[src/mips_pkg.sv]
package mips_pkg;

	localparam int NB_DATA   = 32;
	localparam int NB_REG    = 5;
	localparam int NB_PC     = 7;
	localparam int NB_OPCODE = 6;

	// primary opcodes
	localparam logic [NB_OPCODE-1:0] OP_RTYPE = 6'h00;
	localparam logic [NB_OPCODE-1:0] OP_J     = 6'h02;
	localparam logic [NB_OPCODE-1:0] OP_BEQ   = 6'h04;
	localparam logic [NB_OPCODE-1:0] OP_BNE   = 6'h05;
	localparam logic [NB_OPCODE-1:0] OP_ADDIU = 6'h09;
	localparam logic [NB_OPCODE-1:0] OP_ANDI  = 6'h0c;
	localparam logic [NB_OPCODE-1:0] OP_ORI   = 6'h0d;
	localparam logic [NB_OPCODE-1:0] OP_LUI   = 6'h0f;

	// funct field, r-type only
	localparam logic [5:0] FN_SLL  = 6'h00;
	localparam logic [5:0] FN_SRL  = 6'h02;
	localparam logic [5:0] FN_ADDU = 6'h21;
	localparam logic [5:0] FN_SUBU = 6'h23;
	localparam logic [5:0] FN_AND  = 6'h24;
	localparam logic [5:0] FN_OR   = 6'h25;
	localparam logic [5:0] FN_XOR  = 6'h26;
	localparam logic [5:0] FN_SLT  = 6'h2a;

	typedef enum logic [3:0] {
		ALU_ADD = 4'd0,
		ALU_SUB = 4'd1,
		ALU_AND = 4'd2,
		ALU_OR  = 4'd3,
		ALU_XOR = 4'd4,
		ALU_SLT = 4'd5,
		ALU_SLL = 4'd6,
		ALU_SRL = 4'd7,
		ALU_LUI = 4'd8
	} alu_op_e;

	// same 32 bits, read as r, i or j format
	typedef union packed {
		struct packed {
			logic [NB_OPCODE-1:0] opcode;
			logic [NB_REG-1:0]    rs;
			logic [NB_REG-1:0]    rt;
			logic [NB_REG-1:0]    rd;
			logic [4:0]           shamt;
			logic [5:0]           funct;
		} r;
		struct packed {
			logic [NB_OPCODE-1:0] opcode;
			logic [NB_REG-1:0]    rs;
			logic [NB_REG-1:0]    rt;
			logic [15:0]          imm16;
		} i;
		struct packed {
			logic [NB_OPCODE-1:0] opcode;
			logic [25:0]          target26;
		} j;
	} instr_u;

endpackage

[src/decode_stage.sv]
`timescale 1ns/1ps

module decode_stage (
	input  logic                          clock_i,
	input  logic                          reset_i,
	input  logic                          instr_valid_i,
	input  mips_pkg::instr_u              instr_i,
	input  logic [mips_pkg::NB_PC-1:0]    pc_i,
	input  logic [mips_pkg::NB_DATA-1:0]  rd_data_a_i,
	input  logic [mips_pkg::NB_DATA-1:0]  rd_data_b_i,
	output logic [mips_pkg::NB_REG-1:0]   rd_addr_a_o,
	output logic [mips_pkg::NB_REG-1:0]   rd_addr_b_o,
	output logic                          d_valid_o,
	output mips_pkg::alu_op_e             d_alu_op_o,
	output logic [mips_pkg::NB_REG-1:0]   d_rs_o,
	output logic [mips_pkg::NB_REG-1:0]   d_rt_o,
	output logic [mips_pkg::NB_DATA-1:0]  d_op_a_o,
	output logic [mips_pkg::NB_DATA-1:0]  d_op_b_o,
	output logic [mips_pkg::NB_DATA-1:0]  d_imm_o,
	output logic [4:0]                    d_shamt_o,
	output logic                          d_use_imm_o,
	output logic [mips_pkg::NB_REG-1:0]   d_dest_o,
	output logic                          d_write_o,
	output logic                          d_is_beq_o,
	output logic                          d_is_bne_o,
	output logic                          d_is_jump_o,
	output logic [mips_pkg::NB_PC-1:0]    d_pc_o,
	output logic [mips_pkg::NB_PC-1:0]    d_jump_offset_o
);
	import mips_pkg::*;

	alu_op_e            alu_op;
	logic               use_imm;
	logic               write_en;
	logic               is_beq;
	logic               is_bne;
	logic               is_jump;
	logic               rtype_dest;
	logic               sign_ext;
	logic [NB_DATA-1:0] imm_ext;
	logic [NB_REG-1:0]  dest;

	// register file is read straight from the incoming word
	assign rd_addr_a_o = instr_i.r.rs;
	assign rd_addr_b_o = instr_i.r.rt;

	always_comb begin
		alu_op     = ALU_ADD;
		use_imm    = 1'b0;
		write_en   = 1'b0;
		is_beq     = 1'b0;
		is_bne     = 1'b0;
		is_jump    = 1'b0;
		rtype_dest = 1'b0;
		sign_ext   = 1'b0;
		case (instr_i.r.opcode)
			OP_RTYPE: begin
				write_en   = 1'b1;
				rtype_dest = 1'b1;
				case (instr_i.r.funct)
					FN_ADDU: alu_op = ALU_ADD;
					FN_SUBU: alu_op = ALU_SUB;
					FN_AND:  alu_op = ALU_AND;
					FN_OR:   alu_op = ALU_OR;
					FN_XOR:  alu_op = ALU_XOR;
					FN_SLT:  alu_op = ALU_SLT;
					FN_SLL:  alu_op = ALU_SLL;
					FN_SRL:  alu_op = ALU_SRL;
					// unknown funct is dropped
					default: write_en = 1'b0;
				endcase
			end
			OP_ADDIU: begin
				alu_op   = ALU_ADD;
				use_imm  = 1'b1;
				write_en = 1'b1;
				sign_ext = 1'b1;
			end
			OP_ANDI: begin
				alu_op   = ALU_AND;
				use_imm  = 1'b1;
				write_en = 1'b1;
			end
			OP_ORI: begin
				alu_op   = ALU_OR;
				use_imm  = 1'b1;
				write_en = 1'b1;
			end
			OP_LUI: begin
				alu_op   = ALU_LUI;
				use_imm  = 1'b1;
				write_en = 1'b1;
			end
			OP_BEQ: begin
				is_beq   = 1'b1;
				sign_ext = 1'b1;
			end
			OP_BNE: begin
				is_bne   = 1'b1;
				sign_ext = 1'b1;
			end
			OP_J:    is_jump = 1'b1;
			default: ;
		endcase
	end

	assign imm_ext = sign_ext ? {{(NB_DATA-16){instr_i.i.imm16[15]}}, instr_i.i.imm16}
	                          : {{(NB_DATA-16){1'b0}}, instr_i.i.imm16};

	assign dest = rtype_dest ? instr_i.r.rd : instr_i.i.rt;

	// flags only live with a valid word
	always_ff @(posedge clock_i) begin
		if (reset_i) begin
			d_valid_o   <= 1'b0;
			d_write_o   <= 1'b0;
			d_is_beq_o  <= 1'b0;
			d_is_bne_o  <= 1'b0;
			d_is_jump_o <= 1'b0;
		end else begin
			d_valid_o   <= instr_valid_i;
			d_write_o   <= instr_valid_i & write_en;
			d_is_beq_o  <= instr_valid_i & is_beq;
			d_is_bne_o  <= instr_valid_i & is_bne;
			d_is_jump_o <= instr_valid_i & is_jump;
		end
	end

	always_ff @(posedge clock_i) begin
		d_alu_op_o      <= alu_op;
		d_rs_o          <= instr_i.r.rs;
		d_rt_o          <= instr_i.r.rt;
		d_op_a_o        <= rd_data_a_i;
		d_op_b_o        <= rd_data_b_i;
		d_imm_o         <= imm_ext;
		d_shamt_o       <= instr_i.r.shamt;
		d_use_imm_o     <= use_imm;
		d_dest_o        <= dest;
		d_pc_o          <= pc_i;
		d_jump_offset_o <= instr_i.j.target26[NB_PC-1:0];
	end

endmodule

[src/execute_stage.sv]
`timescale 1ns/1ps

module execute_stage (
	input  logic                          clock_i,
	input  logic                          reset_i,
	input  logic                          d_valid_i,
	input  mips_pkg::alu_op_e             d_alu_op_i,
	input  logic [mips_pkg::NB_REG-1:0]   d_rs_i,
	input  logic [mips_pkg::NB_REG-1:0]   d_rt_i,
	input  logic [mips_pkg::NB_DATA-1:0]  d_op_a_i,
	input  logic [mips_pkg::NB_DATA-1:0]  d_op_b_i,
	input  logic [mips_pkg::NB_DATA-1:0]  d_imm_i,
	input  logic [4:0]                    d_shamt_i,
	input  logic                          d_use_imm_i,
	input  logic [mips_pkg::NB_REG-1:0]   d_dest_i,
	input  logic                          d_write_i,
	input  logic                          d_is_beq_i,
	input  logic                          d_is_bne_i,
	input  logic                          d_is_jump_i,
	input  logic [mips_pkg::NB_PC-1:0]    d_pc_i,
	input  logic [mips_pkg::NB_PC-1:0]    d_jump_offset_i,
	input  logic                          w_valid_i,
	input  logic                          w_write_i,
	input  logic [mips_pkg::NB_REG-1:0]   w_dest_i,
	input  logic [mips_pkg::NB_DATA-1:0]  w_data_i,
	output logic                          e_valid_o,
	output logic                          e_write_o,
	output logic [mips_pkg::NB_REG-1:0]   e_dest_o,
	output logic [mips_pkg::NB_DATA-1:0]  e_result_o,
	output logic                          branch_valid_o,
	output logic                          branch_taken_o,
	output logic [mips_pkg::NB_PC-1:0]    branch_target_o
);
	import mips_pkg::*;

	logic               e_hit;
	logic               w_hit;
	logic [NB_DATA-1:0] op_a;
	logic [NB_DATA-1:0] op_b;
	logic [NB_DATA-1:0] alu_b;
	logic [NB_DATA-1:0] alu_result;
	logic               operands_equal;
	logic               taken;
	logic [NB_PC-1:0]   target;

	// newest producer wins, r0 never forwards
	function automatic logic [NB_DATA-1:0] forward(
		input logic [NB_REG-1:0]  src,
		input logic [NB_DATA-1:0] reg_value
	);
		if (e_hit && e_dest_o == src)
			return e_result_o;
		else if (w_hit && w_dest_i == src)
			return w_data_i;
		else
			return reg_value;
	endfunction

	assign e_hit = e_valid_o & e_write_o & (e_dest_o != '0);
	assign w_hit = w_valid_i & w_write_i & (w_dest_i != '0);

	always_comb begin
		op_a = forward(d_rs_i, d_op_a_i);
		op_b = forward(d_rt_i, d_op_b_i);
	end

	assign alu_b = d_use_imm_i ? d_imm_i : op_b;

	always_comb begin
		case (d_alu_op_i)
			ALU_ADD: alu_result = op_a + alu_b;
			ALU_SUB: alu_result = op_a - alu_b;
			ALU_AND: alu_result = op_a & alu_b;
			ALU_OR:  alu_result = op_a | alu_b;
			ALU_XOR: alu_result = op_a ^ alu_b;
			ALU_SLT: alu_result = {{(NB_DATA-1){1'b0}}, $signed(op_a) < $signed(alu_b)};
			// shifts act on rt
			ALU_SLL: alu_result = op_b << d_shamt_i;
			ALU_SRL: alu_result = op_b >> d_shamt_i;
			ALU_LUI: alu_result = {d_imm_i[NB_DATA/2-1:0], {(NB_DATA/2){1'b0}}};
			default: alu_result = '0;
		endcase
	end

	assign operands_equal = (op_a == op_b);
	assign taken = d_is_jump_i | (d_is_beq_i & operands_equal) | (d_is_bne_i & ~operands_equal);

	// branch offset counts from pc+1, jump adds the raw low bits
	assign target = d_is_jump_i ? d_pc_i + d_jump_offset_i
	                            : d_pc_i + NB_PC'(1) + d_imm_i[NB_PC-1:0];

	always_ff @(posedge clock_i) begin
		if (reset_i) begin
			e_valid_o      <= 1'b0;
			e_write_o      <= 1'b0;
			branch_valid_o <= 1'b0;
			branch_taken_o <= 1'b0;
		end else begin
			e_valid_o      <= d_valid_i;
			e_write_o      <= d_valid_i & d_write_i;
			branch_valid_o <= d_valid_i & (d_is_beq_i | d_is_bne_i | d_is_jump_i);
			branch_taken_o <= d_valid_i & taken;
		end
	end

	always_ff @(posedge clock_i) begin
		e_dest_o        <= d_dest_i;
		e_result_o      <= alu_result;
		branch_target_o <= target;
	end

endmodule

[src/result_stage.sv]
`timescale 1ns/1ps

module result_stage (
	input  logic                          clock_i,
	input  logic                          reset_i,
	input  logic                          e_valid_i,
	input  logic                          e_write_i,
	input  logic [mips_pkg::NB_REG-1:0]   e_dest_i,
	input  logic [mips_pkg::NB_DATA-1:0]  e_result_i,
	input  logic [mips_pkg::NB_REG-1:0]   rd_addr_a_i,
	input  logic [mips_pkg::NB_REG-1:0]   rd_addr_b_i,
	output logic [mips_pkg::NB_DATA-1:0]  rd_data_a_o,
	output logic [mips_pkg::NB_DATA-1:0]  rd_data_b_o,
	output logic                          w_valid_o,
	output logic                          w_write_o,
	output logic [mips_pkg::NB_REG-1:0]   w_dest_o,
	output logic [mips_pkg::NB_DATA-1:0]  w_data_o,
	output logic                          wb_valid_o,
	output logic [mips_pkg::NB_REG-1:0]   wb_addr_o,
	output logic [mips_pkg::NB_DATA-1:0]  wb_data_o
);
	import mips_pkg::*;

	logic [NB_DATA-1:0] regs [2**NB_REG];
	logic               w_commit;

	// pending write seen by a read in the same cycle
	function automatic logic [NB_DATA-1:0] read_port(input logic [NB_REG-1:0] addr);
		if (addr == '0)
			return '0;
		else if (w_commit && w_dest_o == addr)
			return w_data_o;
		else
			return regs[addr];
	endfunction

	always_ff @(posedge clock_i) begin
		if (reset_i) begin
			w_valid_o <= 1'b0;
			w_write_o <= 1'b0;
		end else begin
			w_valid_o <= e_valid_i;
			w_write_o <= e_valid_i & e_write_i;
		end
	end

	always_ff @(posedge clock_i) begin
		w_dest_o <= e_dest_i;
		w_data_o <= e_result_i;
	end

	assign w_commit = w_valid_o & w_write_o & (w_dest_o != '0);

	always_ff @(posedge clock_i) begin
		if (reset_i) begin
			for (int i = 0; i < 2**NB_REG; i++)
				regs[i] <= '0;
		end else if (w_commit) begin
			regs[w_dest_o] <= w_data_o;
		end
	end

	always_comb begin
		rd_data_a_o = read_port(rd_addr_a_i);
		rd_data_b_o = read_port(rd_addr_b_i);
	end

	assign wb_valid_o = w_commit;
	assign wb_addr_o  = w_dest_o;
	assign wb_data_o  = w_data_o;

endmodule

[src/core_top.sv]
`timescale 1ns/1ps

module core_top (
	input  logic                          clock_i,
	input  logic                          reset_i,
	input  logic                          instr_valid_i,
	input  mips_pkg::instr_u              instr_i,
	input  logic [mips_pkg::NB_PC-1:0]    pc_i,
	output logic                          wb_valid_o,
	output logic [mips_pkg::NB_REG-1:0]   wb_addr_o,
	output logic [mips_pkg::NB_DATA-1:0]  wb_data_o,
	output logic                          branch_valid_o,
	output logic                          branch_taken_o,
	output logic [mips_pkg::NB_PC-1:0]    branch_target_o
);
	import mips_pkg::*;

	// register file read path
	logic [NB_REG-1:0]  rd_addr_a;
	logic [NB_REG-1:0]  rd_addr_b;
	logic [NB_DATA-1:0] rd_data_a;
	logic [NB_DATA-1:0] rd_data_b;

	// decode register
	logic               d_valid;
	alu_op_e            d_alu_op;
	logic [NB_REG-1:0]  d_rs;
	logic [NB_REG-1:0]  d_rt;
	logic [NB_DATA-1:0] d_op_a;
	logic [NB_DATA-1:0] d_op_b;
	logic [NB_DATA-1:0] d_imm;
	logic [4:0]         d_shamt;
	logic               d_use_imm;
	logic [NB_REG-1:0]  d_dest;
	logic               d_write;
	logic               d_is_beq;
	logic               d_is_bne;
	logic               d_is_jump;
	logic [NB_PC-1:0]   d_pc;
	logic [NB_PC-1:0]   d_jump_offset;

	// execute register
	logic               e_valid;
	logic               e_write;
	logic [NB_REG-1:0]  e_dest;
	logic [NB_DATA-1:0] e_result;

	// result register, also the second forwarding source
	logic               w_valid;
	logic               w_write;
	logic [NB_REG-1:0]  w_dest;
	logic [NB_DATA-1:0] w_data;

	decode_stage decode_inst (
		.clock_i         (clock_i),
		.reset_i         (reset_i),
		.instr_valid_i   (instr_valid_i),
		.instr_i         (instr_i),
		.pc_i            (pc_i),
		.rd_data_a_i     (rd_data_a),
		.rd_data_b_i     (rd_data_b),
		.rd_addr_a_o     (rd_addr_a),
		.rd_addr_b_o     (rd_addr_b),
		.d_valid_o       (d_valid),
		.d_alu_op_o      (d_alu_op),
		.d_rs_o          (d_rs),
		.d_rt_o          (d_rt),
		.d_op_a_o        (d_op_a),
		.d_op_b_o        (d_op_b),
		.d_imm_o         (d_imm),
		.d_shamt_o       (d_shamt),
		.d_use_imm_o     (d_use_imm),
		.d_dest_o        (d_dest),
		.d_write_o       (d_write),
		.d_is_beq_o      (d_is_beq),
		.d_is_bne_o      (d_is_bne),
		.d_is_jump_o     (d_is_jump),
		.d_pc_o          (d_pc),
		.d_jump_offset_o (d_jump_offset)
	);

	execute_stage execute_inst (
		.clock_i         (clock_i),
		.reset_i         (reset_i),
		.d_valid_i       (d_valid),
		.d_alu_op_i      (d_alu_op),
		.d_rs_i          (d_rs),
		.d_rt_i          (d_rt),
		.d_op_a_i        (d_op_a),
		.d_op_b_i        (d_op_b),
		.d_imm_i         (d_imm),
		.d_shamt_i       (d_shamt),
		.d_use_imm_i     (d_use_imm),
		.d_dest_i        (d_dest),
		.d_write_i       (d_write),
		.d_is_beq_i      (d_is_beq),
		.d_is_bne_i      (d_is_bne),
		.d_is_jump_i     (d_is_jump),
		.d_pc_i          (d_pc),
		.d_jump_offset_i (d_jump_offset),
		.w_valid_i       (w_valid),
		.w_write_i       (w_write),
		.w_dest_i        (w_dest),
		.w_data_i        (w_data),
		.e_valid_o       (e_valid),
		.e_write_o       (e_write),
		.e_dest_o        (e_dest),
		.e_result_o      (e_result),
		.branch_valid_o  (branch_valid_o),
		.branch_taken_o  (branch_taken_o),
		.branch_target_o (branch_target_o)
	);

	result_stage result_inst (
		.clock_i     (clock_i),
		.reset_i     (reset_i),
		.e_valid_i   (e_valid),
		.e_write_i   (e_write),
		.e_dest_i    (e_dest),
		.e_result_i  (e_result),
		.rd_addr_a_i (rd_addr_a),
		.rd_addr_b_i (rd_addr_b),
		.rd_data_a_o (rd_data_a),
		.rd_data_b_o (rd_data_b),
		.w_valid_o   (w_valid),
		.w_write_o   (w_write),
		.w_dest_o    (w_dest),
		.w_data_o    (w_data),
		.wb_valid_o  (wb_valid_o),
		.wb_addr_o   (wb_addr_o),
		.wb_data_o   (wb_data_o)
	);

endmodule

[config.mk]
export PLATFORM = sky130hd
export DESIGN_NAME = core_top
export DESIGN_NICKNAME = d
export VERILOG_FILES = /design/src/mips_pkg.sv /design/src/decode_stage.sv /design/src/execute_stage.sv /design/src/result_stage.sv /design/src/core_top.sv
export SDC_FILE = /design/constraint.sdc
export NUM_CORES = 2
export LEC_CHECK = 0
export BUFFER_PORTS_ARGS = -buffer_cell sky130_fd_sc_hd__buf_4
export CORE_MARGIN = 8
export CORE_UTILIZATION = 30
export DETAILED_ROUTE_END_ITERATION = 8
export PLACE_DENSITY = 0.42
export SLEW_MARGIN = 20
export SYNTH_ARGS = -nofsm -noshare
export SYNTH_HDL_FRONTEND = slang
export SYNTH_SLANG_ARGS = --single-unit
[constraint.sdc]
create_clock -name clock_i -period 10.1 [get_ports clock_i]
set_input_delay 1.01 -clock clock_i [delete_from_list [all_inputs] [get_ports clock_i]]
set_output_delay 1.01 -clock clock_i [all_outputs]
set_load 0.05 [all_outputs]
==> reports/results.txt <==
After detailed routing, the total wire length is 306 mm. For this design the ratio of total power to cell area is 194 mW/mm2. For the number of global-route vias before repair, the log shows 51.6k. After global routing the overflow that remains totals 0. The tools report the fraction of the yosys area taken by sequential cells as 0.496. The run finished with clean final reports. Setup repair after global routing left no endpoint under its margin. The die is 499 um wide. For the final weighted congestion in routability-driven placement, the log shows 1.01.

The clock tree buffer depth is 3. The die extent in y came out at 499 um. Total setup violations reported at the end of the flow: 0.

After clock tree synthesis, the setup repair step added 0 buffers. The initial antenna violation count was 11; the maximum vdd drop was 0.179 mV. The final core utilization is 0.340. During placement, the flow inserted port buffers numbering 88. The worst path required time was 10790 ps; the synthesized area was 0.0700 mm2. After synthesis the netlist holds a flip-flop and latch count of 1224. For the wire length of the first global-routing pass, the log shows 426 mm. The setup TNS is 0 ps, and the routed via count is 51.8k. Most used flip-flop cell after synthesis: sky130_fd_sc_hd__edfxtp_1.

The synthesized netlist contains 83 unique library cells. For this block, the initial DRC count from the detailed router was 5894. The run gives 4 as the CTS H-tree depth. The antenna violation net count after detailed routing was 0; the number of flops mapped to enable cells by yosys was 1024.

Across the run, the number of max-cap violations was 0. Clock tree synthesis selected as its root buffer the cell sky130_fd_sc_hd__clkbuf_16. The core region is 0.232 mm2. The share of final-layout standard cells stronger than drive strength 1 was 0.222; the proportion of synthesized flip-flops having asynchronous set or reset was 0. Synthesis produced 5574 cells. Buffers inserted to repair hold after CTS numbered 0. The mean post-synth cell area is 12.6 um2, and the count of boundary I/O pins is 89. The average routed wire per standard cell was 35.5 um. Number of placement rows: 177.

By startpoint and endpoint, the worst setup path is classified as reg -> reg. Entering global routing, the biggest net connects 125 pins. The starting density of the core was 0.301; the mean number of vias per cell was 6.01. The clock transition at the register clock pins on the worst setup and hold paths after CTS works out to 60 ps. Clock latency on the worst-skew pair, taken at its later pin, is 840 ps. Clock tree synthesis found a total of 1224 sinks. The measured slew at the worst slew-check pin was 1080 ps.

The total count of max-transition violations in the final report was 0; the total power was 0.0153 W. Length of the first detailed-routing pass in iterations: 6. STA puts the critical path data arrival time at 8370 ps. Class of the tightest hold or removal check: in -> reg. In the routed design, unresolved DRC markers number 0. Across the routed clock network, the largest skew measured is 47.4 ps. The tools report the type of element capturing the critical path as a register. The full die area came out at 0.249 mm2. The met2 usage is 0.386. Buffers inserted during clock tree synthesis total 153. For this run, the top clock speed supported by timing is 0.130 GHz. The growth of design area from synthesis to finish came out at 12.7%. The highest net fanout along the worst path was 41. The count of yosys warnings during synthesis was 0. The final critical-path share of the clock period is 0.760. The analysis attributes to cell leakage a power of 26.8 nW.

The run gives 0 as the post-cts repair resize count. The worst path in the final design needs a cycle of 7680 ps, including I/O delays and setup. The tools report the startpoint class of the critical path as a register. The met3 track demand over resource was 0.0380; the total count of hold-check failures in the final report was 0. In this run the most used layer during global routing was met2. For the total routing resource utilization after global routing, the log shows 0.237.

TritonCTS built the clock tree. The relative max-transition margin came out at 0.264. The met1 demand-to-capacity share in global routing is 0.319, and the sum of net half-perimeters after detailed placement is 194 mm. The filler cells instantiated in the layout total 22.9k. The final net count is 5587.
==> power by group <==
part	internal, W	switching, W	total (W)
clock network	0.00309	0.00235	0.00545
logic	0.00104	0.00260	0.00364
registers	0.00578	0.000443	0.00622
==> registers in the layout, summed over array words and instances, names as in the netlist, 6 cells and up <==
signal	cells
decode_inst.d_imm_o	7
decode_inst.d_jump_offset_o	6
decode_inst.d_op_a_o	32
decode_inst.d_op_b_o	32
decode_inst.d_pc_o	7
execute_inst.branch_target_o	7
execute_inst.e_result_o	32
result_inst.regs	1024
result_inst.w_data_o	32
==> worst max-delay path: stages (launching register included) <==
cell,delay [ps]
sky130_fd_sc_hd__dfxtp_1,350
sky130_fd_sc_hd__or4_4,550
sky130_fd_sc_hd__o211ai_2,180
sky130_fd_sc_hd__buf_4,410
sky130_fd_sc_hd__or2_2,900
sky130_fd_sc_hd__a31oi_2,560
sky130_fd_sc_hd__mux2_2,470
sky130_fd_sc_hd__ha_1,250
sky130_fd_sc_hd__fa_1,480
sky130_fd_sc_hd__o21bai_1,220
sky130_fd_sc_hd__nand4_1,170
sky130_fd_sc_hd__a311oi_1,490
sky130_fd_sc_hd__o22ai_1,270
sky130_fd_sc_hd__o311ai_1,560
sky130_fd_sc_hd__a311oi_1,340
sky130_fd_sc_hd__o21ai_1,440
sky130_fd_sc_hd__a221oi_1,260
sky130_fd_sc_hd__o41ai_1,430
sky130_fd_sc_hd__o2111ai_1,170
==> cell families (layout without fill, tap and decap cells) <==
family                     count (synthesis)  in the layout  synth area share
buffers and inverters                    761            720            0.0416
muxes                                    877            877             0.227
AOI/OAI and AO/OA                        808            808            0.0798
DFF                                     1224           1224             0.496
xor gates and xnor gates                  85             85            0.0106
and+or+nand+nor                         1711           1711             0.125
other                                      1             39         0.0000535
adders and majority gates                107            107            0.0195
==> per-stage QoR <==
step	cells	area [um2]	hold WS, ps	setup WS, ps
after global routing	8609	78900	239	2000
after detailed placement	8326	74100	316	2630
after CTS	8607	78900	202	2640
final	8614	78900	269	2420
after global placement	8326	74100	340	2710
after floorplan	5605	70100	310	4630
==> cell usage in the layout, fill, tap and decap left out, drive strengths merged, types with 107 or more instances in the layout <==
cell / n
o21ai: 160
nand2: 107
nor2: 266
edfxtp: 1024
mux4: 564
a21oi: 137
buf: 295
nor3: 822
dfxtp: 200
inv: 150
and2: 260
mux2i: 254
clkbuf: 194
==> final timing paths <==
path	startpoint	endpoint	slack [ps]	cells after the start
max	execute_inst.e_dest_o[0]	execute_inst.e_result_o[0]	2420	18
min	pc_i[3]	decode_inst.d_pc_o[3]	270	1
min reg2reg	decode_inst.d_dest_o[2]	execute_inst.e_dest_o[2]	340	0
max reg2reg	execute_inst.e_dest_o[0]	execute_inst.e_result_o[0]	2420	18
==> layout make-up <==
type / instances / area, um2 / share of cell area
diodes: 7 / 17.5 / 0.000222
clock buffers: 194 / 4110 / 0.0520
clock inverters: 87 / 736 / 0.00932
inverters: 144 / 541 / 0.00685
multi-input cells: 3620 / 32600 / 0.413
flip-flops and latches: 1224 / 34800 / 0.440
well taps: 3043 / 3810 / 0.0482
repair buffers: 295 / 2330 / 0.0295
==> metal layers <==
layer	part of all wire	wire length [um]
met3	0.069	21000
met5	0.000023	7
met2	0.47	144000
met1	0.42	128000
met4	0.043	13100
==> Yosys cell counts (18+ instances only) <==
library cell / count / area share
sky130_fd_sc_hd__nor3_1: 822 / 0.059
sky130_fd_sc_hd__dfxtp_1: 200 / 0.057
sky130_fd_sc_hd__mux4_2: 564 / 0.18
sky130_fd_sc_hd__o21bai_1: 20 / 0.0021
sky130_fd_sc_hd__xnor2_1: 54 / 0.0068
sky130_fd_sc_hd__o21ai_0: 150 / 0.011
sky130_fd_sc_hd__nand4_1: 53 / 0.0047
sky130_fd_sc_hd__o22ai_1: 53 / 0.0047
sky130_fd_sc_hd__a221oi_1: 33 / 0.0041
sky130_fd_sc_hd__nand2b_1: 31 / 0.0028
sky130_fd_sc_hd__nor2_1: 266 / 0.014
sky130_fd_sc_hd__inv_1: 141 / 0.0076
sky130_fd_sc_hd__a221o_1: 25 / 0.0036
sky130_fd_sc_hd__xor2_1: 31 / 0.0039
sky130_fd_sc_hd__a211oi_1: 84 / 0.0090
sky130_fd_sc_hd__buf_1: 71 / 0.0038
sky130_fd_sc_hd__and2_1: 256 / 0.023
sky130_fd_sc_hd__clkbuf_1: 523 / 0.028
sky130_fd_sc_hd__edfxtp_1: 1024 / 0.44
sky130_fd_sc_hd__ha_1: 103 / 0.018
sky130_fd_sc_hd__mux2i_1: 254 / 0.036
sky130_fd_sc_hd__a21oi_1: 137 / 0.0098
sky130_fd_sc_hd__nand3_1: 34 / 0.0024
sky130_fd_sc_hd__a31oi_1: 59 / 0.0053
sky130_fd_sc_hd__buf_2: 18 / 0.0013
sky130_fd_sc_hd__o221ai_1: 38 / 0.0048
sky130_fd_sc_hd__o211ai_1: 39 / 0.0042
sky130_fd_sc_hd__or2_2: 38 / 0.0034
sky130_fd_sc_hd__mux2_2: 58 / 0.0093
sky130_fd_sc_hd__nand2_1: 107 / 0.0057
sky130_fd_sc_hd__or3_1: 37 / 0.0033
Power figures use the tool's default switching activity.
